--- config.mk ---
export PLATFORM = sky130hd
export DESIGN_NAME = store_queue_flat
export DESIGN_NICKNAME = d
export VERILOG_FILES = /design/src/lsq_pkg.sv /design/src/mem_bus_pkg.sv /design/src/lsq_dispatch_if.sv /design/src/mem_req_if.sv /design/src/store_queue.sv /design/src/flat_wrapper.sv
export SDC_FILE = /design/constraint.sdc
export NUM_CORES = 2
export LEC_CHECK = 0
export BUFFER_PORTS_ARGS = -buffer_cell sky130_fd_sc_hd__buf_2
export CORE_MARGIN = 10
export CORE_UTILIZATION = 40
export DETAILED_ROUTE_END_ITERATION = 8
export SLEW_MARGIN = 20
export SYNTH_ARGS = -nofsm -noshare
export SYNTH_HDL_FRONTEND = slang
export SYNTH_SLANG_ARGS = --single-unit
--- constraint.sdc ---
create_clock -name clock -period 6.35 [get_ports clock]
set_clock_uncertainty 0.1 [all_clocks]
set_input_delay 0.635 -clock clock [delete_from_list [all_inputs] [get_ports clock]]
set_output_delay 0.635 -clock clock [all_outputs]
set_load 0.01 [all_outputs]
--- src/lsq_pkg.sv ---
////////////////////////////////////////
// Core-side types and sizes for the load/store queue
// Imported by the queues, the dispatch interface and the top
////////////////////////////////////////
`default_nettype none

package lsq_pkg;

	localparam int PRF_SIZE = 64;
	localparam int ROB_SIZE = 32;
	localparam int LQ_SIZE  = 8;
	localparam int SQ_SIZE  = 8;

	typedef logic [63:0]                   word_t;
	typedef logic [$clog2(PRF_SIZE)-1:0]   prf_tag_t;
	typedef logic [$clog2(ROB_SIZE)-1:0]   rob_idx_t;
	typedef logic [5:0]                    op_type_t;
	typedef logic [$clog2(LQ_SIZE)-1:0]    lq_idx_t;
	typedef logic [$clog2(SQ_SIZE)-1:0]    sq_idx_t;
	typedef logic [SQ_SIZE-1:0]            sq_mask_t;

	localparam op_type_t OP_LOAD  = 6'h29;  // LDQ
	localparam op_type_t OP_STORE = 6'h2d;  // STQ

	typedef enum logic [2:0] {
		LQ_FREE, LQ_WAIT_OPERAND, LQ_READY, LQ_REQUESTED, LQ_FILLED
	} lq_state_t;

	typedef enum logic [1:0] {
		SQ_FREE, SQ_WAIT_OPERAND, SQ_READY, SQ_REPORTED
	} sq_state_t;

	// An operand that is not ready carries its awaited tag in the low bits
	function automatic logic awaits_tag(input word_t field, input prf_tag_t tag);
		return field[$bits(prf_tag_t)-1:0] == tag;
	endfunction

endpackage

`default_nettype wire

--- src/mem_bus_pkg.sv ---
////////////////////////////////////////
// Data-memory bus commands, tags and payload types
////////////////////////////////////////
`default_nettype none

package mem_bus_pkg;

	localparam int NUM_MEM_TAGS = 16;

	typedef logic [1:0]                        bus_command_t;
	typedef logic [$clog2(NUM_MEM_TAGS)-1:0]   mem_tag_t;  // Zero means no tag
	typedef logic [63:0]                       mem_addr_t;
	typedef logic [63:0]                       mem_data_t;

	localparam bus_command_t BUS_NONE  = 2'd0;
	localparam bus_command_t BUS_LOAD  = 2'd1;
	localparam bus_command_t BUS_STORE = 2'd2;

endpackage

`default_nettype wire

--- src/lsq_dispatch_if.sv ---
////////////////////////////////////////
// One decoded memory instruction from the top to both queues
// The top drives every field, each queue reads its own subset
////////////////////////////////////////
`default_nettype none

interface lsq_dispatch_if import lsq_pkg::*; ();

	logic      load_write;        // One-cycle write strobes
	logic      store_write;
	word_t     base;
	word_t     offset;
	logic      offset_ready;      // Low means offset holds a tag
	word_t     store_data;
	logic      store_data_ready;
	rob_idx_t  rob_idx;
	prf_tag_t  dest_tag;

	modport top (
		output load_write, store_write, base, offset, offset_ready,
		output store_data, store_data_ready, rob_idx, dest_tag
	);

	modport lq (
		input load_write, base, offset, offset_ready, rob_idx, dest_tag
	);

	modport sq (
		input store_write, base, offset, offset_ready,
		input store_data, store_data_ready, rob_idx, dest_tag
	);

endinterface

`default_nettype wire

--- src/mem_req_if.sv ---
////////////////////////////////////////
// Queue-to-scheduler traffic
// Load candidate, accept and fill on one side, store commit on the other
////////////////////////////////////////
`default_nettype none

interface mem_req_if import lsq_pkg::*, mem_bus_pkg::*; ();

	// Load side
	logic       load_valid;
	lq_idx_t    load_idx;
	mem_addr_t  load_addr;
	logic       accept_valid;
	lq_idx_t    accept_idx;
	logic       fill_valid;
	lq_idx_t    fill_idx;
	mem_data_t  fill_data;

	// Store side
	logic       store_valid;
	mem_addr_t  store_addr;
	mem_data_t  store_data;
	logic       store_done;

	modport lq (
		output load_valid, load_idx, load_addr,
		input  accept_valid, accept_idx, fill_valid, fill_idx, fill_data
	);

	modport sq (
		output store_valid, store_addr, store_data,
		input  store_done
	);

	modport sched (
		input  load_valid, load_idx, load_addr, store_valid, store_addr, store_data,
		output accept_valid, accept_idx, fill_valid, fill_idx, fill_data, store_done
	);

endinterface

`default_nettype wire

--- src/store_queue.sv ---
////////////////////////////////////////
// Circular store buffer, head reports then commits at ROB head
////////////////////////////////////////
`default_nettype none

module store_queue import lsq_pkg::*; (
	input  logic      clock,
	input  logic      reset,
	input  logic      mispredict,
	lsq_dispatch_if.sq disp,
	mem_req_if.sq     req,
	input  logic      cdb_valid,
	input  prf_tag_t  cdb_tag,
	input  word_t     cdb_value,
	input  rob_idx_t  rob_head,
	input  logic      report_take,
	output logic      report_valid,
	output rob_idx_t  report_rob_idx,
	output prf_tag_t  report_dest_tag,
	output word_t     report_addr,
	output sq_mask_t  sq_busy,
	output logic      full
);
	sq_state_t  state [SQ_SIZE];
	word_t      base [SQ_SIZE];
	word_t      offset [SQ_SIZE];
	word_t      data [SQ_SIZE];
	rob_idx_t   rob_idx [SQ_SIZE];
	prf_tag_t   dest_tag [SQ_SIZE];
	logic [SQ_SIZE-1:0] addr_ok, data_ok;        // Operand present
	logic [SQ_SIZE-1:0] offset_hit, data_hit;

	sq_idx_t  head, tail;
	logic     write;
	logic     offset_in_ok, data_in_ok;
	word_t    offset_in, data_in;

	// Bypass for both tagged fields at dispatch
	always_comb begin
		offset_in_ok = disp.offset_ready || (cdb_valid && awaits_tag(disp.offset, cdb_tag));
		data_in_ok = disp.store_data_ready || (cdb_valid && awaits_tag(disp.store_data, cdb_tag));
		offset_in = disp.offset_ready ? disp.offset : (offset_in_ok ? cdb_value : disp.offset);
		data_in = disp.store_data_ready ? disp.store_data
			: (data_in_ok ? cdb_value : disp.store_data);
		for (int i = 0; i < SQ_SIZE; i++) begin
			sq_busy[i] = state[i] != SQ_FREE;
			offset_hit[i] = state[i] == SQ_WAIT_OPERAND && !addr_ok[i] && cdb_valid
				&& awaits_tag(offset[i], cdb_tag);
			data_hit[i] = state[i] == SQ_WAIT_OPERAND && !data_ok[i] && cdb_valid
				&& awaits_tag(data[i], cdb_tag);
		end
	end

	assign full  = state[tail] != SQ_FREE;
	assign write = disp.store_write && !full;

	// Head offers the report, then the commit
	assign report_valid    = state[head] == SQ_READY;
	assign report_rob_idx  = rob_idx[head];
	assign report_dest_tag = dest_tag[head];
	assign report_addr     = base[head] + offset[head];
	assign req.store_valid = state[head] == SQ_REPORTED && rob_idx[head] == rob_head;
	assign req.store_addr  = report_addr;
	assign req.store_data  = data[head];

	always_ff @(posedge clock) begin
		if (reset || mispredict) begin
			head <= '0;
			tail <= '0;
			for (int i = 0; i < SQ_SIZE; i++)
				state[i] <= SQ_FREE;
		end else begin
			if (write)
				tail <= tail + 1'b1;
			if (req.store_done)
				head <= head + 1'b1;
			for (int i = 0; i < SQ_SIZE; i++) begin
				if (write && tail == sq_idx_t'(i))
					state[i] <= (offset_in_ok && data_in_ok) ? SQ_READY : SQ_WAIT_OPERAND;
				else if (state[i] == SQ_WAIT_OPERAND && (addr_ok[i] || offset_hit[i])
						&& (data_ok[i] || data_hit[i]))
					state[i] <= SQ_READY;
				else if (report_take && head == sq_idx_t'(i))
					state[i] <= SQ_REPORTED;
				else if (req.store_done && head == sq_idx_t'(i))
					state[i] <= SQ_FREE;
			end
		end
	end

	always_ff @(posedge clock) begin
		for (int i = 0; i < SQ_SIZE; i++) begin
			if (write && tail == sq_idx_t'(i)) begin
				base[i]     <= disp.base;
				offset[i]   <= offset_in;
				data[i]     <= data_in;
				addr_ok[i]  <= offset_in_ok;
				data_ok[i]  <= data_in_ok;
				rob_idx[i]  <= disp.rob_idx;
				dest_tag[i] <= disp.dest_tag;
			end else begin
				if (offset_hit[i]) begin
					offset[i]  <= cdb_value;
					addr_ok[i] <= 1'b1;
				end
				if (data_hit[i]) begin
					data[i]    <= cdb_value;
					data_ok[i] <= 1'b1;
				end
			end
		end
	end

endmodule

`default_nettype wire

--- src/flat_wrapper.sv ---
// flat-port wrapper written by rule: the top's interface ports become plain ports
module store_queue_flat import lsq_pkg::*;
  (clock, reset, mispredict, cdb_valid, cdb_tag, cdb_value, rob_head, report_take, report_valid, report_rob_idx, report_dest_tag, report_addr, sq_busy, full, disp_store_write, disp_base, disp_offset, disp_offset_ready, disp_store_data, disp_store_data_ready, disp_rob_idx, disp_dest_tag, req_store_valid, req_store_addr, req_store_data, req_store_done);
  lsq_dispatch_if disp_i ();
  mem_req_if req_i ();
  input  logic clock;
  input  logic reset;
  input  logic mispredict;
  input  logic cdb_valid;
  input  prf_tag_t cdb_tag;
  input  word_t cdb_value;
  input  rob_idx_t rob_head;
  input  logic report_take;
  output logic report_valid;
  output rob_idx_t report_rob_idx;
  output prf_tag_t report_dest_tag;
  output word_t report_addr;
  output sq_mask_t sq_busy;
  output logic full;
  input wire logic [$bits(disp_i.store_write)-1:0] disp_store_write;
  input wire logic [$bits(disp_i.base)-1:0] disp_base;
  input wire logic [$bits(disp_i.offset)-1:0] disp_offset;
  input wire logic [$bits(disp_i.offset_ready)-1:0] disp_offset_ready;
  input wire logic [$bits(disp_i.store_data)-1:0] disp_store_data;
  input wire logic [$bits(disp_i.store_data_ready)-1:0] disp_store_data_ready;
  input wire logic [$bits(disp_i.rob_idx)-1:0] disp_rob_idx;
  input wire logic [$bits(disp_i.dest_tag)-1:0] disp_dest_tag;
  output wire logic [$bits(req_i.store_valid)-1:0] req_store_valid;
  output wire logic [$bits(req_i.store_addr)-1:0] req_store_addr;
  output wire logic [$bits(req_i.store_data)-1:0] req_store_data;
  input wire logic [$bits(req_i.store_done)-1:0] req_store_done;
  assign disp_i.store_write = disp_store_write;
  assign disp_i.base = disp_base;
  assign disp_i.offset = disp_offset;
  assign disp_i.offset_ready = disp_offset_ready;
  assign disp_i.store_data = disp_store_data;
  assign disp_i.store_data_ready = disp_store_data_ready;
  assign disp_i.rob_idx = disp_rob_idx;
  assign disp_i.dest_tag = disp_dest_tag;
  assign req_store_valid = req_i.store_valid;
  assign req_store_addr = req_i.store_addr;
  assign req_store_data = req_i.store_data;
  assign req_i.store_done = req_store_done;
  store_queue u_core (.clock(clock), .reset(reset), .mispredict(mispredict), .disp(disp_i), .req(req_i), .cdb_valid(cdb_valid), .cdb_tag(cdb_tag), .cdb_value(cdb_value), .rob_head(rob_head), .report_take(report_take), .report_valid(report_valid), .report_rob_idx(report_rob_idx), .report_dest_tag(report_dest_tag), .report_addr(report_addr), .sq_busy(sq_busy), .full(full));
endmodule
==> impl_metrics.yaml <==
outcome:
  status: "completed"
yosys:
  ys_seq_area_frac: 0.6013
  synth_flop_cell: "edfxtp_1"
  synth-seq-cells: 1668
  ys.warnings.count: 0
  async_reset_ff_frac: 0
  synth_cell_types: 71
  syn_inst: 4652
  synthesis.area_mm2: 0.08310
  synth_edf_count: 1656
  synth_nets: 5015
  syn_area_per_cell_um2: 17.86
final_layout:
  multiInputGateArea_mm2: 0.03139
  areaGrowthSynthToFinish_pct: 15.85
  register_area_mm2: 0.04998
  stdcell_count: 8070
  fillers: 17720
  drive_gt1_frac: 0.4610
  fin_nets: 5547
clocking:
  clock_latency_ns: 0.84
  max-clock-path-buffers: 3
  numCtsBuffers: 186
  root_buffer: "clkbuf_16"
  cts_tree: "built"
  clock-sinks: 1668
  htreeDepth: 4
  path_clk_slew_ns: 0.06
global_routing:
  grt_pass1_wl_um: 362900
  antenna_found_initial: 87
  grt_use_total: 0.2217
  grt-ovfl-total: 0
  grt_pass1_vias: 47810
  grt_max_degree: 65
detailed_routing:
  routed_wl_um: 257200
  first_iter_violations: 4447
  drtAntennaViolNets: 0
  via_per_inst: 5.796
  drc: 0
  vias: 46780
  avgRoutedWirePerCell_um: 31.88
  drt_pass1_iterations: 6
worst_setup_path:
  reg2reg_depth: 9
  timing.rr.end: "u_core.offset[6][36]$_DFFE_PP_"
  path_class: "flop to primary output"
  r2r_start: "u_core.state[4][1]$_SDFFCE_PP0P_"
  reg2reg_slack_ns: 1.97
  endpoint_kind: "primary output"
  arrival_ns: 5.48
  startpoint_type: "flop"
  endpoint: "report_addr[37]"
  crit_fanout: 8
  required_ns: 5.61
timing:
  worst_slack_ns: 0.1329
  finalCritPeriodShare: 0.9791
  fmax_mhz: 160.8
  finalHoldViolations: 0
  tightest_slew_ns: 1.317
  setup_viol: 0
  relSlewSlack: 0.1220
  slew_viol_final: 0
  whs_ns: 0.08906
  layout_min_cycle_time_ns: 6.217
  rsz0062_at_grt: "true"
placement:
  dp_slack_ns: -0.4894
  port_buffers: 500
  hpwl_um: 160700
  placed_cells: 7593
  gp_congestion: 0.8894
die:
  die_width_um: 475.8
  die_area_mm2: 0.2264
  coreArea_mm2: 0.2069
  rows: 167
  ioPinCount: 501
  initial_core_util: 0.4017
  fp.dieH_um: 475.8
power:
  ir_drop_uv: 278.2
  cellPowerDensity_mw_per_mm2: 291.6
  p_leak_nw: 32.31
flow_run:
  maxCapViolations: 0
worst_hold_path:
  hold_class: "input port to flop"
kinds of logic (layout without fill, tap and decap cells):
family,after synthesis,after routing,synth area share
flops,1668,1668,0.6013
mux,1644,1644,0.2948
buf+inv,435,1121,0.02824
simple gates,377,377,0.02319
compound gates,282,282,0.02308
xor+xnor,170,170,0.01792
fa+ha+maj,76,76,0.01153
other cells,0,28,0
critical path, cell delays in order (launching register included):
cell      delay (ns)
dfxtp_4         0.37
buf_12          0.14
buf_12          0.17
buf_4           0.19
mux4_2          0.53
mux2_2          0.30
ha_2            0.40
o21ai_1         0.16
a21oi_1         0.42
a21boi_1        0.21
a22oi_1         0.22
buf_4           0.18
and3_1          0.31
nor2_1          0.11
o21ai_0         0.33
xor2_1          0.38
buf_2           0.21
metrics by stage:
stage               power [W]  area (um2)  utilization  setup TNS (ns)
detailed placement    0.01756       88590       0.4283         -0.9965
floorplan             0.01564       83100            -               0
finish                0.02807       96280       0.4654               0
CTS                   0.02821       95830       0.4633               0
global route          0.02902       96250       0.4653         -0.1057
global placement      0.01753       88590       0.4283         -0.9787
state kept, by name (all words and copies together), names as in the netlist, named ones only:
| signal | count |
|---|---|
| u_core.addr_ok | 8 |
| u_core.base | 512 |
| u_core.data | 512 |
| u_core.data_ok | 8 |
| u_core.dest_tag | 48 |
| u_core.head | 3 |
| u_core.offset | 512 |
| u_core.rob_idx | 40 |
| u_core.state | 16 |
| u_core.tail | 3 |
where the power goes:
part	switching (W)	leakage, nW	total, W	internal [W]
sequential	0.0000782	15.2	0.0125	0.0124
clock	0.00459	2.84	0.0105	0.00591
combinational	0.00302	14.3	0.00506	0.00204
synthesized netlist by cell type (all sizes together), types with 6 or more instances:
master  number  area share
edfxtp    1656        0.60
mux2      1227        0.18
mux4       412        0.11
buf        232       0.019
clkbuf     170      0.0077
nand2      112      0.0053
a21oi       92      0.0069
xor2        92      0.0097
xnor2       78      0.0082
ha          75       0.011
nor2        71      0.0032
o21ai       50      0.0030
inv         30      0.0014
nand4       30      0.0023
nor4        30      0.0023
nand3       23      0.0016
or2         23      0.0017
a21o        21      0.0019
o21bai      18      0.0016
and3        17      0.0013
nor2b       17      0.0013
nor3        15     0.00090
a31oi       14      0.0011
a211oi      13      0.0012
dfxtp       12      0.0029
and2        11     0.00086
nand2b      11     0.00083
o22ai       11     0.00083
o211ai      10     0.00090
a221oi       6     0.00063
cells in the final DEF, fill, tap and decap left out, types with 30 or more instances in the layout:
cell type,count
xor2_1,91
mux2_1,227
mux2_4,360
edfxtp_1,1656
clkbuf_1,43
mux2_2,640
mux4_2,412
buf_12,44
buf_2,500
nand4_1,30
a21oi_1,72
xnor2_1,74
ha_1,51
buf_4,108
clkbuf_16,188
clkinv_1,51
dlygate4sd3_1,75
nand2_1,100
o21ai_0,39
nor2_1,70
area by class of cell:
class | count | share of cell area
flip-flops and latches | 1668 | 0.5191
multi-input cells | 2549 | 0.3260
repair buffers | 746 | 0.05638
clock buffers | 231 | 0.05054
well taps | 2704 | 0.03514
clock inverters | 111 | 0.01060
inverters | 33 | 0.001495
diodes | 28 | 0.0007278
routing by layer:
metal / global-route usage / vias up / share of wire
li1: - / 19790 / -
met1: 0.2985 / 24680 / 0.42
met2: 0.3610 / 1762 / 0.48
met3: 0.04210 / 472 / 0.066
met4: 0.07572 / 68 / 0.036
met5: 0 / - / 0.0017
how the worst min path moves through the flow:
stage                                 from                        endpoint  slack, ns  depth (start not counted)
2_1_floorplan  u_core.tail[1]$_SDFFE_PN0N_                            flop       0.43                          2
3_3_place_gp   u_core.tail[1]$_SDFFE_PN0N_     u_core.tail[1]$_SDFFE_PN0N_       0.49                          2
3_5_place_dp   u_core.tail[1]$_SDFFE_PN0N_     u_core.tail[1]$_SDFFE_PN0N_       0.49                          2
4_1_cts                disp_store_data[58]    u_core.data[1][58]$_DFFE_PP_       0.01                          2
5_1_grt                    disp_offset[58]  u_core.offset[0][58]$_DFFE_PP_       0.06                          2
6_report               disp_store_data[10]    u_core.data[5][10]$_DFFE_PP_       0.09                          2
repair_timing:
item / 4_1_cts / 5_1_grt
setup buffers: 12 / 13
pin swaps: 10 / 20
hold endpoints to repair: 600 / 0
resized for setup: 62 / 57
cloned: 7 / 0
hold buffers: 75 / 0
endpoints found under the setup margin: 64 / 52
(Power assumes the default switching activity.)
