<file path="src/lsq_pkg.sv">
////////////////////////////////////////
// Core-side types and sizes for the load/store queue
// Imported by the queues, the dispatch interface and the top
////////////////////////////////////////
`default_nettype none

package lsq_pkg;

	localparam int PRF_SIZE = 64;
	localparam int ROB_SIZE = 32;
	localparam int LQ_SIZE  = 8;
	localparam int SQ_SIZE  = 8;

	typedef logic [63:0]                   word_t;
	typedef logic [$clog2(PRF_SIZE)-1:0]   prf_tag_t;
	typedef logic [$clog2(ROB_SIZE)-1:0]   rob_idx_t;
	typedef logic [5:0]                    op_type_t;
	typedef logic [$clog2(LQ_SIZE)-1:0]    lq_idx_t;
	typedef logic [$clog2(SQ_SIZE)-1:0]    sq_idx_t;
	typedef logic [SQ_SIZE-1:0]            sq_mask_t;

	localparam op_type_t OP_LOAD  = 6'h29;  // LDQ
	localparam op_type_t OP_STORE = 6'h2d;  // STQ

	typedef enum logic [2:0] {
		LQ_FREE, LQ_WAIT_OPERAND, LQ_READY, LQ_REQUESTED, LQ_FILLED
	} lq_state_t;

	typedef enum logic [1:0] {
		SQ_FREE, SQ_WAIT_OPERAND, SQ_READY, SQ_REPORTED
	} sq_state_t;

	// An operand that is not ready carries its awaited tag in the low bits
	function automatic logic awaits_tag(input word_t field, input prf_tag_t tag);
		return field[$bits(prf_tag_t)-1:0] == tag;
	endfunction

endpackage

`default_nettype wire

</file>
<file path="src/mem_bus_pkg.sv">
////////////////////////////////////////
// Data-memory bus commands, tags and payload types
////////////////////////////////////////
`default_nettype none

package mem_bus_pkg;

	localparam int NUM_MEM_TAGS = 16;

	typedef logic [1:0]                        bus_command_t;
	typedef logic [$clog2(NUM_MEM_TAGS)-1:0]   mem_tag_t;  // Zero means no tag
	typedef logic [63:0]                       mem_addr_t;
	typedef logic [63:0]                       mem_data_t;

	localparam bus_command_t BUS_NONE  = 2'd0;
	localparam bus_command_t BUS_LOAD  = 2'd1;
	localparam bus_command_t BUS_STORE = 2'd2;

endpackage

`default_nettype wire

</file>
<file path="src/lsq_dispatch_if.sv">
////////////////////////////////////////
// One decoded memory instruction from the top to both queues
// The top drives every field, each queue reads its own subset
////////////////////////////////////////
`default_nettype none

interface lsq_dispatch_if import lsq_pkg::*; ();

	logic      load_write;        // One-cycle write strobes
	logic      store_write;
	word_t     base;
	word_t     offset;
	logic      offset_ready;      // Low means offset holds a tag
	word_t     store_data;
	logic      store_data_ready;
	rob_idx_t  rob_idx;
	prf_tag_t  dest_tag;

	modport top (
		output load_write, store_write, base, offset, offset_ready,
		output store_data, store_data_ready, rob_idx, dest_tag
	);

	modport lq (
		input load_write, base, offset, offset_ready, rob_idx, dest_tag
	);

	modport sq (
		input store_write, base, offset, offset_ready,
		input store_data, store_data_ready, rob_idx, dest_tag
	);

endinterface

`default_nettype wire

</file>
<file path="src/mem_req_if.sv">
////////////////////////////////////////
// Queue-to-scheduler traffic
// Load candidate, accept and fill on one side, store commit on the other
////////////////////////////////////////
`default_nettype none

interface mem_req_if import lsq_pkg::*, mem_bus_pkg::*; ();

	// Load side
	logic       load_valid;
	lq_idx_t    load_idx;
	mem_addr_t  load_addr;
	logic       accept_valid;
	lq_idx_t    accept_idx;
	logic       fill_valid;
	lq_idx_t    fill_idx;
	mem_data_t  fill_data;

	// Store side
	logic       store_valid;
	mem_addr_t  store_addr;
	mem_data_t  store_data;
	logic       store_done;

	modport lq (
		output load_valid, load_idx, load_addr,
		input  accept_valid, accept_idx, fill_valid, fill_idx, fill_data
	);

	modport sq (
		output store_valid, store_addr, store_data,
		input  store_done
	);

	modport sched (
		input  load_valid, load_idx, load_addr, store_valid, store_addr, store_data,
		output accept_valid, accept_idx, fill_valid, fill_idx, fill_data, store_done
	);

endinterface

`default_nettype wire

</file>
<file path="src/load_queue.sv">
////////////////////////////////////////
// Load entries, filled from the lowest free slot
// Waits on older stores, offers one memory candidate, holds fill data
////////////////////////////////////////
`default_nettype none

module load_queue import lsq_pkg::*; (
	input  logic      clock,
	input  logic      reset,
	input  logic      mispredict,
	lsq_dispatch_if.lq disp,
	mem_req_if.lq     req,
	input  sq_mask_t  sq_busy,
	input  logic      cdb_valid,
	input  prf_tag_t  cdb_tag,
	input  word_t     cdb_value,
	input  logic      free_load,
	input  lq_idx_t   free_idx,
	output logic      filled,
	output lq_idx_t   filled_idx,
	output word_t     filled_value,
	output rob_idx_t  filled_rob_idx,
	output prf_tag_t  filled_dest_tag,
	output logic      full
);
	lq_state_t  state [LQ_SIZE];
	word_t      base [LQ_SIZE];
	word_t      offset [LQ_SIZE];
	word_t      value [LQ_SIZE];
	rob_idx_t   rob_idx [LQ_SIZE];
	prf_tag_t   dest_tag [LQ_SIZE];
	sq_mask_t   order [LQ_SIZE];  // Older stores not yet written

	logic [LQ_SIZE-1:0] wake;
	lq_idx_t  wr_idx;
	lq_idx_t  cand_idx;
	logic     write;
	logic     offset_ok;
	word_t    offset_in;

	// Result bus bypass at the entry input
	always_comb begin
		offset_ok = disp.offset_ready;
		offset_in = disp.offset;
		if (!disp.offset_ready && cdb_valid && awaits_tag(disp.offset, cdb_tag)) begin
			offset_ok = 1'b1;
			offset_in = cdb_value;
		end
	end

	////////////////////////////////////////
	// Slot search, candidate and fill pick
	////////////////////////////////////////
	always_comb begin
		full = 1'b1;
		wr_idx = '0;
		cand_idx = '0;
		req.load_valid = 1'b0;
		filled = 1'b0;
		filled_idx = '0;
		for (int i = LQ_SIZE - 1; i >= 0; i--) begin  // Lowest index wins
			wake[i] = state[i] == LQ_WAIT_OPERAND && cdb_valid && awaits_tag(offset[i], cdb_tag);
			if (state[i] == LQ_FREE) begin
				full = 1'b0;
				wr_idx = lq_idx_t'(i);
			end
			if (state[i] == LQ_READY && order[i] == '0) begin
				req.load_valid = 1'b1;
				cand_idx = lq_idx_t'(i);
			end
			if (state[i] == LQ_FILLED) begin
				filled = 1'b1;
				filled_idx = lq_idx_t'(i);
			end
		end
	end

	assign write           = disp.load_write && !full;
	assign req.load_idx    = cand_idx;
	assign req.load_addr   = base[cand_idx] + offset[cand_idx];
	assign filled_value    = value[filled_idx];
	assign filled_rob_idx  = rob_idx[filled_idx];
	assign filled_dest_tag = dest_tag[filled_idx];

	always_ff @(posedge clock) begin
		if (reset || mispredict) begin
			for (int i = 0; i < LQ_SIZE; i++)
				state[i] <= LQ_FREE;
		end else begin
			for (int i = 0; i < LQ_SIZE; i++) begin
				if (write && wr_idx == lq_idx_t'(i))
					state[i] <= offset_ok ? LQ_READY : LQ_WAIT_OPERAND;
				else if (wake[i])
					state[i] <= LQ_READY;
				else if (req.accept_valid && req.accept_idx == lq_idx_t'(i))
					state[i] <= LQ_REQUESTED;
				else if (req.fill_valid && req.fill_idx == lq_idx_t'(i))
					state[i] <= LQ_FILLED;
				else if (free_load && free_idx == lq_idx_t'(i))
					state[i] <= LQ_FREE;
			end
		end
	end

	// Payload, no reset
	always_ff @(posedge clock) begin
		for (int i = 0; i < LQ_SIZE; i++) begin
			order[i] <= order[i] & sq_busy;  // Drop stores as their slots free up
			if (write && wr_idx == lq_idx_t'(i)) begin
				base[i]     <= disp.base;
				offset[i]   <= offset_in;
				rob_idx[i]  <= disp.rob_idx;
				dest_tag[i] <= disp.dest_tag;
				order[i]    <= sq_busy;
			end else if (wake[i]) begin
				offset[i] <= cdb_value;
			end
			if (req.fill_valid && req.fill_idx == lq_idx_t'(i))
				value[i] <= req.fill_data;
		end
	end

endmodule

`default_nettype wire

</file>
<file path="src/flat_wrapper.sv">
// flat-port wrapper written by rule: the top's interface ports become plain ports
module load_queue_flat import lsq_pkg::*;
  (clock, reset, mispredict, sq_busy, cdb_valid, cdb_tag, cdb_value, free_load, free_idx, filled, filled_idx, filled_value, filled_rob_idx, filled_dest_tag, full, disp_load_write, disp_base, disp_offset, disp_offset_ready, disp_rob_idx, disp_dest_tag, req_load_valid, req_load_idx, req_load_addr, req_accept_valid, req_accept_idx, req_fill_valid, req_fill_idx, req_fill_data);
  lsq_dispatch_if disp_i ();
  mem_req_if req_i ();
  input  logic clock;
  input  logic reset;
  input  logic mispredict;
  input  sq_mask_t sq_busy;
  input  logic cdb_valid;
  input  prf_tag_t cdb_tag;
  input  word_t cdb_value;
  input  logic free_load;
  input  lq_idx_t free_idx;
  output logic filled;
  output lq_idx_t filled_idx;
  output word_t filled_value;
  output rob_idx_t filled_rob_idx;
  output prf_tag_t filled_dest_tag;
  output logic full;
  input wire logic [$bits(disp_i.load_write)-1:0] disp_load_write;
  input wire logic [$bits(disp_i.base)-1:0] disp_base;
  input wire logic [$bits(disp_i.offset)-1:0] disp_offset;
  input wire logic [$bits(disp_i.offset_ready)-1:0] disp_offset_ready;
  input wire logic [$bits(disp_i.rob_idx)-1:0] disp_rob_idx;
  input wire logic [$bits(disp_i.dest_tag)-1:0] disp_dest_tag;
  output wire logic [$bits(req_i.load_valid)-1:0] req_load_valid;
  output wire logic [$bits(req_i.load_idx)-1:0] req_load_idx;
  output wire logic [$bits(req_i.load_addr)-1:0] req_load_addr;
  input wire logic [$bits(req_i.accept_valid)-1:0] req_accept_valid;
  input wire logic [$bits(req_i.accept_idx)-1:0] req_accept_idx;
  input wire logic [$bits(req_i.fill_valid)-1:0] req_fill_valid;
  input wire logic [$bits(req_i.fill_idx)-1:0] req_fill_idx;
  input wire logic [$bits(req_i.fill_data)-1:0] req_fill_data;
  assign disp_i.load_write = disp_load_write;
  assign disp_i.base = disp_base;
  assign disp_i.offset = disp_offset;
  assign disp_i.offset_ready = disp_offset_ready;
  assign disp_i.rob_idx = disp_rob_idx;
  assign disp_i.dest_tag = disp_dest_tag;
  assign req_load_valid = req_i.load_valid;
  assign req_load_idx = req_i.load_idx;
  assign req_load_addr = req_i.load_addr;
  assign req_i.accept_valid = req_accept_valid;
  assign req_i.accept_idx = req_accept_idx;
  assign req_i.fill_valid = req_fill_valid;
  assign req_i.fill_idx = req_fill_idx;
  assign req_i.fill_data = req_fill_data;
  load_queue u_core (.clock(clock), .reset(reset), .mispredict(mispredict), .disp(disp_i), .req(req_i), .sq_busy(sq_busy), .cdb_valid(cdb_valid), .cdb_tag(cdb_tag), .cdb_value(cdb_value), .free_load(free_load), .free_idx(free_idx), .filled(filled), .filled_idx(filled_idx), .filled_value(filled_value), .filled_rob_idx(filled_rob_idx), .filled_dest_tag(filled_dest_tag), .full(full));
endmodule
</file>
<file path="config.mk">
export PLATFORM = sky130hd
export DESIGN_NAME = load_queue_flat
export DESIGN_NICKNAME = d
export VERILOG_FILES = /design/src/lsq_pkg.sv /design/src/mem_bus_pkg.sv /design/src/lsq_dispatch_if.sv /design/src/mem_req_if.sv /design/src/load_queue.sv /design/src/flat_wrapper.sv
export SDC_FILE = /design/constraint.sdc
export NUM_CORES = 2
export LEC_CHECK = 0
export BUFFER_PORTS_ARGS = -buffer_cell sky130_fd_sc_hd__buf_2
export CAP_MARGIN = 20
export CORE_ASPECT_RATIO = 0.8
export CORE_MARGIN = 2
export CORE_UTILIZATION = 36
export CTS_BUF_LIST = sky130_fd_sc_hd__clkbuf_4 sky130_fd_sc_hd__clkbuf_8
export DETAILED_ROUTE_END_ITERATION = 8
export SLEW_MARGIN = 0
export SYNTH_ARGS = -nofsm -noshare
export SYNTH_HDL_FRONTEND = slang
export SYNTH_SLANG_ARGS = --single-unit
</file>
<file path="constraint.sdc">
create_clock -name clock -period 8 [get_ports clock]
set_input_delay 2 -clock clock [delete_from_list [all_inputs] [get_ports clock]]
set_output_delay 2 -clock clock [all_outputs]
set_load 0.1 [all_outputs]
</file>
==> metrics.cfg <==
[outcome]
outcome=complete, but fails checks
violations=negative setup slack

[sta]
tightest_slew_ns=1.169
setup-tns-final_ns=-9.272
grt_setup_unrepaired=true
drv_slew=0
fin_ws_ns=-0.4708
hold_violations=0
period_minus_slack_ns=8.471
setup_violations=30
fin_crit_sh=1.059
fmax_ghz=0.1181
fin_skew_ns=0.09338
relSlewSlack=0.2132

[layout]
final_core_util=0.4469
area_delta_synth_final_pct=23.71
final_cell_mix=nand2_1, edfxtp_1, nand3_1, mux2_2, buf_2
layout_commonest_cell=nand2_1
drive_gt1_frac=0.2890
final_nets=7749
fillers=19518
final_cells=10494

[route]
firstDrtPassIters=5
routed.top_layer=met5
wl_met2_mm=116.9
vias_per_cell=5.384
drc=0
wl_met3_mm=22.87
wire_per_inst_um=24.37
met1_length_mm=105.2
wl_mm=255.8
dr_total_vias=56503
drtAntennaViolNets=0
drt-initial-drc-count=5926

[cts]
root_buffer=clkbuf_8
clk_latency_ns=0.97
clock_sinks=1712
cts_buffer_depth=4
cts_buffers=292
htree_levels=5
path_clk_slew_ns=0.06
cts_tree=yes
cts-hold-fix-buffers=0

[global_route]
antenna_found_initial=124
grt_pass1_vias=53717
grt_pass1_wl_mm=361.8
grt_max_degree=156
globalRouteTotalUtil=0.2238
grt_overflow=0

[floorplan]
coreArea_um2=214000
start_util=0.3612
dieArea_um2=218400
num_rows=152
die_h_um=418.4
die_width_um=522.0
ios=447

[worst_setup_path]
rrSetupSlack_ns=3.73
crit_fanout=14
cp-start-kind=flip-flop
cp-endpoint=req_load_addr[59]
endpoint_kind=primary output
cp.required_ns=6.00
critical_path_class=flip-flop to primary output
cp_data_arrival_time_ns=6.47
crit_start=u_core.state[0][9]$_SDFFCE_PP0P_
r2r-start=u_core.state[1][8]$_SDFFCE_PP0P_
r2r_cells=10
r2r-end=u_core.offset[2][36]$_DFFE_PP_

[logic_synthesis]
ys_warn_count=0
yosys.area_share.xor_xnor=0.01349
yosys_register_bits=1712
muxShareOfSynthArea=0.07512
synth-adder-area-share=0.01046
syn_nets=6931
synth_top_area_frac=0.6403
synthCells=6568
synth_top_family_by_area=simple AND/OR/NAND/NOR gates
avgSynthCellArea_um2=11.77
synth_simple_gate_area_share=0.1778
synth_area_um2=77280
ys_top_cells_by_area=edfxtp_1, nand2_1, mux2_2
synth_edf_count=1648
synth.distinct_cells=90
synth.largest_area_cell=edfxtp_1
ys_async_sr_fraction=0
synth-seq-area-share=0.6569
synth-compound-area-share=0.04281
ys.flop_type=edfxtp_1

[power_and_ir_drop]
power.switching_uw=17060
finalPower_uw=38900
sequentialPowerShare=0.263
leakage_uw=0.03562
p_per_area_nw_per_um2=406.8
peakVddDrop_mv=1.072
swShare=0.4386
internal-power_uw=21830
p_clk_frac=0.204
combPwrFrac=0.533

[placement]
place_inst=9822
gp_congestion=0.8956
dpl.hpwl_mm=148.0
port_buffers=446

[min_path]
min_path_cells=1
hold_path.class=flip-flop to flip-flop

[job]
maxCapViolCount=0

worst max-delay path, stage by stage (launching register included):
cell	delay, ns
edfxtp_1	0.42
nor4b_2	0.32
nand2_2	0.14
nor4_4	0.30
a22oi_2	0.09
and2_4	0.21
buf_12	0.16
buf_12	0.14
inv_12	0.09
buf_16	0.17
buf_4	0.17
clkbuf_16	0.17
nand2_1	0.06
nand3_1	0.07
nand2_1	0.05
o21ai_1	0.42
ha_4	0.23
and3_4	0.20
nand3_2	0.14
nor3_4	0.25
and4b_2	0.33
a2111oi_4	0.07
buf_4	0.16
o31a_1	0.30
o21ba_4	0.24
o31ai_4	0.21
xor2_2	0.21
buf_12	0.20
sequential cells by signal (all words and copies together), names as in the netlist:
register	count
u_core.order	64
u_core.rob_idx	40
u_core.offset	512
u_core.state	24
u_core.value	512
u_core.dest_tag	48
u_core.base	512
synthesized netlist by cell type (all sizes together) (3+ instances only):
library cell	n
a2111oi	4
a211oi	8
a21o	42
a21oi	76
a221oi	4
a31oi	11
a41oi	5
and2	11
and3	13
buf	115
clkbuf	292
dfxtp	64
edfxtp	1648
ha	63
inv	30
mux2	512
mux2i	4
nand2	1890
nand2b	16
nand3	1035
nand4	12
nor2	89
nor2b	15
nor3	47
nor3b	3
nor4	20
nor4b	8
nor4bb	7
o211ai	3
o21a	71
o21ai	256
o21bai	10
o22ai	3
o311ai	4
o31a	6
o31ai	6
or2	7
or3	11
xnor2	55
xor2	64
power groups by stage:
stage | clock (uW) | sequential [uW] | combinational, uW
4_1_cts | 8090 | 10200 | 19400
2_1_floorplan | 0 | 10400 | 10800
5_1_grt | 8450 | 10200 | 21500
6_report | 7940 | 10200 | 20700
3_3_place_gp | 0 | 10400 | 18200
3_5_place_dp | 0 | 10400 | 18200
final cells by class:
cell class,count,area [um^2],share of cell area
Timing Repair inverter,3,76.32,0.0007983
Clock inverter,106,814.5,0.008519
Multi-Input combinational cell,4416,26730,0.2796
Clock buffer,396,4862,0.05085
Timing Repair Buffer,930,8484,0.08874
Inverter,31,175.2,0.001832
Tap cell,2849,3565,0.03728
Sequential cell,1712,50770,0.5310
Antenna cell,51,127.6,0.001335
cell families after synthesis:
group / after synthesis
simple gates: 3191
xor+xnor: 119
mux: 516
compound gates: 526
fa+ha+maj: 64
buf+inv: 440
flops: 1712
worst min path at each step:
stage / start / to / slack (ns)
after floorplan: u_core.order[0][13]$_DFF_P_ / u_core.order[0][13]$_DFF_P_ / 0.44
after global placement: u_core.order[1][15]$_DFF_P_ / u_core.order[1][15]$_DFF_P_ / 0.45
after detailed placement: u_core.order[1][23]$_DFF_P_ / u_core.order[1][23]$_DFF_P_ / 0.45
after CTS: u_core.order[1][23]$_DFF_P_ / u_core.order[1][23]$_DFF_P_ / 0.47
after global routing: u_core.order[1][23]$_DFF_P_ / u_core.order[1][23]$_DFF_P_ / 0.49
final: u_core.order[1][23]$_DFF_P_ / u_core.order[1][23]$_DFF_P_ / 0.47
through the flow:
stage	hold WS, ns	area (um^2)	setup slack, ns
floorplan	0.4411	77450	0.002657
CTS	0.4691	93460	-0.4531
global route	0.4859	95560	-0.6176
finish	0.4684	95610	-0.4708
detailed placement	0.4546	85890	-0.3570
global placement	0.4464	85890	-0.4055
metal layers:
metal	track usage	vias up
met4	0.09216	68
met5	0	-
met1	0.2988	27888
met3	0.05538	590
met2	0.3477	2538
li1	-	25419
repair_timing:
action	4_1_cts	5_1_grt
pin swaps	46	120
setup buffers	38	60
setup endpoints to repair	52	48
gates cloned	24	11
gates resized for setup	212	295
Note: power is estimated with default switching activity, not from simulation.
