$ cat src/lsq_pkg.sv
////////////////////////////////////////
// Core-side types and sizes for the load/store queue
// Imported by the queues, the dispatch interface and the top
////////////////////////////////////////
`default_nettype none

package lsq_pkg;

	localparam int PRF_SIZE = 64;
	localparam int ROB_SIZE = 32;
	localparam int LQ_SIZE  = 8;
	localparam int SQ_SIZE  = 8;

	typedef logic [63:0]                   word_t;
	typedef logic [$clog2(PRF_SIZE)-1:0]   prf_tag_t;
	typedef logic [$clog2(ROB_SIZE)-1:0]   rob_idx_t;
	typedef logic [5:0]                    op_type_t;
	typedef logic [$clog2(LQ_SIZE)-1:0]    lq_idx_t;
	typedef logic [$clog2(SQ_SIZE)-1:0]    sq_idx_t;
	typedef logic [SQ_SIZE-1:0]            sq_mask_t;

	localparam op_type_t OP_LOAD  = 6'h29;  // LDQ
	localparam op_type_t OP_STORE = 6'h2d;  // STQ

	typedef enum logic [2:0] {
		LQ_FREE, LQ_WAIT_OPERAND, LQ_READY, LQ_REQUESTED, LQ_FILLED
	} lq_state_t;

	typedef enum logic [1:0] {
		SQ_FREE, SQ_WAIT_OPERAND, SQ_READY, SQ_REPORTED
	} sq_state_t;

	// An operand that is not ready carries its awaited tag in the low bits
	function automatic logic awaits_tag(input word_t field, input prf_tag_t tag);
		return field[$bits(prf_tag_t)-1:0] == tag;
	endfunction

endpackage

`default_nettype wire

$ cat src/mem_bus_pkg.sv
////////////////////////////////////////
// Data-memory bus commands, tags and payload types
////////////////////////////////////////
`default_nettype none

package mem_bus_pkg;

	localparam int NUM_MEM_TAGS = 16;

	typedef logic [1:0]                        bus_command_t;
	typedef logic [$clog2(NUM_MEM_TAGS)-1:0]   mem_tag_t;  // Zero means no tag
	typedef logic [63:0]                       mem_addr_t;
	typedef logic [63:0]                       mem_data_t;

	localparam bus_command_t BUS_NONE  = 2'd0;
	localparam bus_command_t BUS_LOAD  = 2'd1;
	localparam bus_command_t BUS_STORE = 2'd2;

endpackage

`default_nettype wire

$ cat src/mem_req_if.sv
////////////////////////////////////////
// Queue-to-scheduler traffic
// Load candidate, accept and fill on one side, store commit on the other
////////////////////////////////////////
`default_nettype none

interface mem_req_if import lsq_pkg::*, mem_bus_pkg::*; ();

	// Load side
	logic       load_valid;
	lq_idx_t    load_idx;
	mem_addr_t  load_addr;
	logic       accept_valid;
	lq_idx_t    accept_idx;
	logic       fill_valid;
	lq_idx_t    fill_idx;
	mem_data_t  fill_data;

	// Store side
	logic       store_valid;
	mem_addr_t  store_addr;
	mem_data_t  store_data;
	logic       store_done;

	modport lq (
		output load_valid, load_idx, load_addr,
		input  accept_valid, accept_idx, fill_valid, fill_idx, fill_data
	);

	modport sq (
		output store_valid, store_addr, store_data,
		input  store_done
	);

	modport sched (
		input  load_valid, load_idx, load_addr, store_valid, store_addr, store_data,
		output accept_valid, accept_idx, fill_valid, fill_idx, fill_data, store_done
	);

endinterface

`default_nettype wire

$ cat src/mem_scheduler.sv
////////////////////////////////////////
// Drives the data-memory bus from the queue requests
// Replays a refused command and routes returned tags to load slots
////////////////////////////////////////
`default_nettype none

module mem_scheduler import lsq_pkg::*, mem_bus_pkg::*; (
	input  logic          clock,
	input  logic          reset,
	input  logic          mispredict,
	mem_req_if.sched      req,
	output bus_command_t  mem_command,
	output mem_addr_t     mem_address,
	output mem_data_t     mem_data,
	input  mem_tag_t      mem_response,
	input  mem_tag_t      mem_tag,
	input  mem_data_t     mem_data_in
);
	// Refused request, presented again until taken
	logic          held_valid;
	bus_command_t  held_command;
	mem_addr_t     held_addr;
	mem_data_t     held_data;
	lq_idx_t       held_idx;

	logic [NUM_MEM_TAGS-1:0] tag_valid;
	lq_idx_t       tag_slot [NUM_MEM_TAGS];

	lq_idx_t       pick_idx;
	logic          accepted;

	////////////////////////////////////////
	// Request choice
	////////////////////////////////////////
	always_comb begin
		mem_command = BUS_NONE;
		mem_address = '0;
		mem_data = '0;
		pick_idx = '0;
		if (held_valid) begin
			mem_command = held_command;
			mem_address = held_addr;
			mem_data = held_data;
			pick_idx = held_idx;
		end else if (req.store_valid) begin  // Commit beats a load
			mem_command = BUS_STORE;
			mem_address = req.store_addr;
			mem_data = req.store_data;
		end else if (req.load_valid) begin
			mem_command = BUS_LOAD;
			mem_address = req.load_addr;
			pick_idx = req.load_idx;
		end
		accepted = mem_command != BUS_NONE && mem_response != '0;
		req.accept_valid = accepted && mem_command == BUS_LOAD;
		req.accept_idx = pick_idx;
		req.store_done = accepted && mem_command == BUS_STORE;
	end

	always_ff @(posedge clock) begin
		if (reset || mispredict)
			held_valid <= 1'b0;
		else
			held_valid <= mem_command != BUS_NONE && !accepted;
	end

	always_ff @(posedge clock) begin
		if (!held_valid) begin
			held_command <= mem_command;
			held_addr    <= mem_address;
			held_data    <= mem_data;
			held_idx     <= pick_idx;
		end
	end

	////////////////////////////////////////
	// Tag table
	////////////////////////////////////////
	assign req.fill_valid = mem_tag != '0 && tag_valid[mem_tag];
	assign req.fill_idx   = tag_slot[mem_tag];
	assign req.fill_data  = mem_data_in;

	always_ff @(posedge clock) begin
		if (reset || mispredict) begin
			tag_valid <= '0;  // Late fills of flushed loads fall through
		end else begin
			if (req.fill_valid)
				tag_valid[mem_tag] <= 1'b0;
			if (req.accept_valid)
				tag_valid[mem_response] <= 1'b1;
		end
	end

	always_ff @(posedge clock) begin
		if (req.accept_valid)
			tag_slot[mem_response] <= req.accept_idx;
	end

endmodule

`default_nettype wire

$ cat src/flat_wrapper.sv
// flat-port wrapper written by rule: the top's interface ports become plain ports
module mem_scheduler_flat import lsq_pkg::*, mem_bus_pkg::*;
  (clock, reset, mispredict, mem_command, mem_address, mem_data, mem_response, mem_tag, mem_data_in, req_load_valid, req_load_idx, req_load_addr, req_store_valid, req_store_addr, req_store_data, req_accept_valid, req_accept_idx, req_fill_valid, req_fill_idx, req_fill_data, req_store_done);
  mem_req_if req_i ();
  input  logic clock;
  input  logic reset;
  input  logic mispredict;
  output bus_command_t mem_command;
  output mem_addr_t mem_address;
  output mem_data_t mem_data;
  input  mem_tag_t mem_response;
  input  mem_tag_t mem_tag;
  input  mem_data_t mem_data_in;
  input wire logic [$bits(req_i.load_valid)-1:0] req_load_valid;
  input wire logic [$bits(req_i.load_idx)-1:0] req_load_idx;
  input wire logic [$bits(req_i.load_addr)-1:0] req_load_addr;
  input wire logic [$bits(req_i.store_valid)-1:0] req_store_valid;
  input wire logic [$bits(req_i.store_addr)-1:0] req_store_addr;
  input wire logic [$bits(req_i.store_data)-1:0] req_store_data;
  output wire logic [$bits(req_i.accept_valid)-1:0] req_accept_valid;
  output wire logic [$bits(req_i.accept_idx)-1:0] req_accept_idx;
  output wire logic [$bits(req_i.fill_valid)-1:0] req_fill_valid;
  output wire logic [$bits(req_i.fill_idx)-1:0] req_fill_idx;
  output wire logic [$bits(req_i.fill_data)-1:0] req_fill_data;
  output wire logic [$bits(req_i.store_done)-1:0] req_store_done;
  assign req_i.load_valid = req_load_valid;
  assign req_i.load_idx = req_load_idx;
  assign req_i.load_addr = req_load_addr;
  assign req_i.store_valid = req_store_valid;
  assign req_i.store_addr = req_store_addr;
  assign req_i.store_data = req_store_data;
  assign req_accept_valid = req_i.accept_valid;
  assign req_accept_idx = req_i.accept_idx;
  assign req_fill_valid = req_i.fill_valid;
  assign req_fill_idx = req_i.fill_idx;
  assign req_fill_data = req_i.fill_data;
  assign req_store_done = req_i.store_done;
  mem_scheduler u_core (.clock(clock), .reset(reset), .mispredict(mispredict), .req(req_i), .mem_command(mem_command), .mem_address(mem_address), .mem_data(mem_data), .mem_response(mem_response), .mem_tag(mem_tag), .mem_data_in(mem_data_in));
endmodule
$ cat config.mk
export PLATFORM = sky130hd
export DESIGN_NAME = mem_scheduler_flat
export DESIGN_NICKNAME = d
export VERILOG_FILES = /design/src/lsq_pkg.sv /design/src/mem_bus_pkg.sv /design/src/mem_req_if.sv /design/src/mem_scheduler.sv /design/src/flat_wrapper.sv
export SDC_FILE = /design/constraint.sdc
export NUM_CORES = 1
export LEC_CHECK = 0
export ABC_AREA = 1
export BUFFER_PORTS_ARGS = -buffer_cell sky130_fd_sc_hd__buf_2
export CAP_MARGIN = 20
export CORE_AREA = 2 2 185 187
export DETAILED_ROUTE_END_ITERATION = 8
export DIE_AREA = 0 0 187 189
export MAX_ROUTING_LAYER = met4
export PLACE_DENSITY = 0.54
export SYNTH_ARGS = -nofsm -noshare
export SYNTH_HDL_FRONTEND = slang
export SYNTH_SLANG_ARGS = --single-unit
export TNS_END_PERCENT = 50
$ cat constraint.sdc
create_clock -name clock -period 6 [get_ports clock]
set_input_delay 0.3 -clock clock [delete_from_list [all_inputs] [get_ports clock]]
set_output_delay 0.3 -clock clock [all_outputs]
set_load 0.005 [all_outputs]
==> results of run 1 <==
[Yosys cell counts (all sizes together)]
| cell | n | share of area |
|---|---|---|
| a21oi | 16 | 0.0097 |
| a22o | 64 | 0.059 |
| buf | 108 | 0.076 |
| clkbuf | 19 | 0.0075 |
| conb | 1 | 0.00040 |
| dfxtp | 17 | 0.036 |
| edfxtp | 181 | 0.58 |
| inv | 39 | 0.015 |
| nand2 | 221 | 0.089 |
| nand3 | 92 | 0.049 |
| nand4 | 91 | 0.060 |
| nor2 | 26 | 0.011 |
| nor3 | 1 | 0.00053 |
| o21ai | 19 | 0.010 |
| or2 | 1 | 0.00066 |
[through the flow]
stage	power (W)	cells	util
floorplan	0.00180	898	-
finish	0.00310	1612	0.351
global placement	0.00194	1575	0.332
global route	0.00323	1611	0.351
CTS	0.00314	1607	0.351
detailed placement	0.00194	1575	0.332
[worst register-to-register path: stages (launching register included)]
cell and delay (ns):
dfxtp_4 0.74, buf_4 0.81, a21oi_4 0.41, nand3_1 0.21, inv_1 0.10
[worst paths after layout]
check,from,depth (start not counted),slack (ns),endpoint
worst max-delay path,u_core.held_valid,4,2.94,req_store_done
worst min-delay path,req_store_addr[50],3,0.17,u_core.held_addr[50]
worst max register to register,u_core.held_valid,4,3.49,u_core.tag_slot[12][1]
worst min register to register,u_core.tag_valid[0],2,0.45,u_core.tag_valid[0]
[state kept, by name, indices dropped and copies added (netlist names)]
| signal | cells |
|---|---|
| u_core.held_idx | 3 |
| u_core.held_valid | 1 |
| u_core.tag_valid | 16 |
| u_core.tag_slot | 48 |
| u_core.held_addr | 64 |
| u_core.held_command | 2 |
| u_core.held_data | 64 |
[kinds of logic (layout without fill, tap and decap cells)]
family                 after synthesis  in the layout  synth area share
AND/OR/NAND/NOR                    432            432             0.211
AO/OA/AOI/OAI                       99             99            0.0790
flip-flops                         198            198             0.611
buffers and inverters              166            427            0.0989
other                                1              8          0.000397
[cell type report]
class                   instances  area (um2)  area share
inverters                      39         151      0.0130
repair buffers                356        1820       0.156
multi-input cells             534        2750       0.235
clock buffers                  18         439      0.0376
clock inverters                14         175      0.0150
well taps                     448         561      0.0480
flip-flops and latches        198        5780       0.495
diodes                          5        12.5     0.00107
[per-layer routing]
layer | share of wire | wire [um] | global-route usage
met5 | 0 | 0 | -
met4 | 0.016 | 461 | 0.0537
met2 | 0.52 | 15100 | 0.284
met3 | 0.062 | 1800 | 0.0410
met1 | 0.40 | 11500 | 0.185
[power by group through the flow]
stage / Sequential (W) / Combinational [W] / Clock, W
final: 0.00159 / 0.000316 / 0.00119
after floorplan: 0.00162 / 0.000178 / 0
after CTS: 0.00159 / 0.000320 / 0.00123
after detailed placement: 0.00162 / 0.000319 / 0
after global routing: 0.00160 / 0.000349 / 0.00128
after global placement: 0.00162 / 0.000318 / 0
==> summary.txt, run 1 <==
Status
  – Outcome: complete, no violations

Clock tree
  – Clk root buf: clkbuf_16
  – Worst-path clk slew: 0.09 ns
  – Clock Latency Late Sink: 0.44 ns
  – Post-CTS Resized: 0
  – CTS buffer count: 17
  – Clock Sinks: 198
  – H-tree depth: 4
  – Post-CTS setup buffers: 0
  – Bufs on Longest Clock Path: 2
  – Hold buffers post-CTS: 0
  – CTS tree: yes

Global route
  – Total track usage: 0.164
  – Largest net degree at the start of global routing: 102
  – Total grt overflow: 0
  – Initial antenna violation count: 4
  – First-pass GRT wire length: 43300 um
  – Vias in the first global route: 7780

Timing
  – Highest Clock Rate: 326 MHz
  – RSZ-0062 raised after global routing: no
  – Min Hold Slack: 0.167 ns
  – Final Slew Violations: 0
  – Slew margin rel.: 0.339
  – Final WS setup: 2.94 ns
  – Final worst-path cycle share: 0.511
  – Endpoints failing hold: 0
  – Setup Skew: 0.0184 ns
  – Fin Setup TNS: 0 ns
  – Minimum clock period after layout: 3.06 ns
  – Worst slew pin tran: 0.987 ns
  – Final Setup Violations: 0

Final layout
  – Layout cell share with drive strength beyond 1: 0.343
  – Most frequent cells in the layout: 346 x buf_2, 220 x nand2_1, 181 x edfxtp_1
  – Most common cell after layout, fill and taps aside: buf_2
  – Final-layout fill cell count: 3450
  – Design area: 11700 um2
  – Area Overhead vs Synth: 23.6%
  – Final #Nets: 1418

Power
  – Cell Pwr Density: 265 nW/um2
  – Max IR drop VDD: 0.147 mV
  – Clk pwr share: 0.384
  – Static Leakage: 5.39 nW
  – Pint: 0.00229 W
  – Comb pwr share: 0.102
  – Switching share of total power: 0.261
  – Psw: 0.000809 W
  – Sequential share of power: 0.513

Flow run
  – Max cap viols: 0

Logic synthesis
  – Yosys Warn Count: 0
  – Seq/Total Area, Yosys: 0.611
  – Post-Syn Area per Cell: 10.5 um2
  – Area of the mapped netlist: 9450 um2
  – Synthesized instance count: 896
  – Post-synth cell types: 24
  – FF+latch count, synth: 198

Die
  – Die Footprint: 35300 um2
  – Top Ports: 475
  – Num rows: 67
  – Die Ht: 189 um
  – Die Span X: 187 um
  – Core area: 33300 um2
  – Starting Density: 0.284

Drt
  – DRT iter0 DRCs: 567
  – Via density: 4.79
  – Wirelength, routed: 28800 um
  – Via count: 7726
  – Post-route ant nets: 0
  – Residual DRC: 0
  – First drt pass iteration count: 5
  – DR WL/cell: 17.9 um

Critical path
  – Crit Path Class: flop to output pin
  – CP max FO: 82
  – CP Cell Sequence: buf_4, a21oi_4, nor3_1, buf_2
  – Worst setup EP type: output pin
  – Largest stage delay on the critical path: 0.79 ns
  – CP max stage cell: buf_4
  – Worst path bufs/invs: 2
  – CP required: 5.70 ns
  – Crit start category: flop
  – Delay-heaviest family, CP: buffers and inverters
  – Crit path arrival time: 2.76 ns

Placed design
  – Port bufs: 346
  – Dpl ws: 3.24 ns
  – DP Wirelength: 20100 um
  – Dpl cell area: 11100 um2
  – Routability congestion estimate: 0.865

Worst hold path
  – Worst hold path type: primary input to flop
(Power assumes the default switching activity.)
==> inputs of run 2 (changes only) <==
==> constraint.sdc (replaced) <==
create_clock -name clock -period 3.15 [get_ports clock]
set_input_delay 0.1575 -clock clock [delete_from_list [all_inputs] [get_ports clock]]
set_output_delay 0.1575 -clock clock [all_outputs]
set_load 0.005 [all_outputs]
==> summary.txt, run 2 (synthesized netlist as in run 1, its figures left out) <==
Status
  – Outcome: complete, no violations

Timing
  – RSZ-0062 raised after global routing: no
  – Final worst-path cycle share: 0.865
  – Min Hold Slack: 0.0209 ns
  – Slew margin rel.: 0.319
  – Fin Setup TNS: 0 ns
  – Worst slew pin tran: 1.02 ns
  – Final Setup Violations: 0
  – Highest Clock Rate: 367 MHz
  – Final Slew Violations: 0
  – Endpoints failing hold: 0
  – Final WS setup: 0.427 ns
  – Setup Skew: 0.0107 ns
  – Minimum clock period after layout: 2.72 ns

Placed design
  – Routability congestion estimate: 0.871
  – DP Wirelength: 20400 um
  – Dpl ws: 0.811 ns
  – Port bufs: 346

Global route
  – Vias in the first global route: 7895
  – Initial antenna violation count: 4
  – Largest net degree at the start of global routing: 96
  – Total track usage: 0.167
  – Total grt overflow: 0
  – First-pass GRT wire length: 44800 um

Final layout
  – Most common cell after layout, fill and taps aside: buf_2
  – Final #Nets: 1458
  – Layout cell share with drive strength beyond 1: 0.335
  – Top flop regs: u_core.held_addr: 64 flops, u_core.held_data: 64 flops, u_core.tag_slot: 48 flops
  – Area Overhead vs Synth: 27.8%
  – Final core occ: 0.363
  – Most frequent cells in the layout: 346 x buf_2, 220 x nand2_1, 181 x edfxtp_1

Clock tree
  – H-tree depth: 4
  – CTS buffer count: 17
  – Bufs on Longest Clock Path: 2
  – Worst-path clk slew: 0.08 ns
  – Post-CTS Resized: 0
  – Clock Latency Late Sink: 0.45 ns
  – CTS tree: yes
  – Clk root buf: clkbuf_16
  – Clock Sinks: 198

Power
  – Static Leakage: 5.56 nW
  – Cell Pwr Density: 498 nW/um2
  – Max IR drop VDD: 0.408 mV
  – Power Total: 0.00601 W

Flow run
  – Max cap viols: 0

Die
  – Die Footprint: 35300 um2
  – Die Ht: 189 um
  – Core area: 33300 um2
  – Starting Density: 0.284
  – Top Ports: 475
  – Num rows: 67
  – Die Span X: 187 um

Critical path
  – FF-to-FF Start: u_core.held_valid
  – Worst setup EP type: output pin
  – Crit Path Class: flop to output pin
  – CP max FO: 41
  – Largest stage delay on the critical path: 0.67 ns
  – Crit path arrival time: 2.57 ns
  – Crit path from: u_core.held_valid
  – CP max stage cell: nor2_4
  – CP required: 2.99 ns
  – Crit start category: flop
  – CP Cell Sequence: nor2_4, buf_4, nand2_1, nand3_1, buf_2

Drt
  – Wirelength, routed: 29100 um
  – Post-route ant nets: 0
  – First drt pass iteration count: 5
  – Via count: 7945
  – DRT iter0 DRCs: 592
  – Residual DRC: 0
  – DR WL/cell: 17.6 um
  – Via density: 4.81

Worst hold path
  – Worst hold path type: primary input to flop
  – HP Start: req_store_data[49]
[run 2: cell count changes in the layout (fill, tap and decap cells not counted), sizes merged, moves of 2 or more]
cell,previous run,this run
dlygate4sd3,0,36
clkinvlp,0,2
clkinv,6,3
buf,356,360
bufinv,0,2
[run 2: final timing paths]
path / to / slack [ns] / depth (start not counted)
max: mem_address[53] / 0.43 / 5
min: u_core.held_data[49] / 0.02 / 2
max reg2reg: u_core.tag_slot[6][0] / 0.98 / 4
min reg2reg: u_core.tag_valid[0] / 0.46 / 2
[run 2: metal layers]
layer	vias to the layer above	global-route usage	routed length (um)
met1	3827	0.209	12500
met3	43	0.0386	1890
met2	312	0.263	14100
met4	0	0.0653	581
li1	3763	-	-
met5	-	-	0
[run 2: through the flow]
stage | area [um2] | std cells
2_1_floorplan | 9460 | 898
3_3_place_gp | 11100 | 1579
3_5_place_dp | 11100 | 1579
4_1_cts | 12100 | 1647
5_1_grt | 12100 | 1651
6_report | 12100 | 1651
[run 2: layout make-up]
cell class,count,area (um2)
flip-flops and latches,198,5780
multi-input cells,534,2750
clock buffers,18,439
diodes,4,10.0
well taps,448,561
clock inverters,14,184
fillers,3415,21200
repair buffers,396,2210
inverters,39,151
[run 2: timing repair]
action                                 in CTS  in global routing
hold buffers                               36                  0
setup buffers                               0                  0
endpoints found under the hold margin      36                  0
[run 2: power breakdown]
| part | internal [W] | switching [W] | leakage [nW] | total [W] |
|---|---|---|---|---|
| combinational | 0.000288 | 0.000352 | 3.11 | 0.000640 |
| clock | 0.00124 | 0.00110 | 0.301 | 0.00234 |
| sequential | 0.00299 | 0.0000388 | 2.16 | 0.00303 |
| total | 0.00452 | 0.00149 | 5.56 | 0.00601 |
[run 2: worst max-delay path, delay by kind of cell (launching register included)]
family / cells / cell delay (ns)
buffers and inverters: 2 / 0.65
flip-flops: 1 / 0.50
AND/OR/NAND/NOR: 3 / 0.94
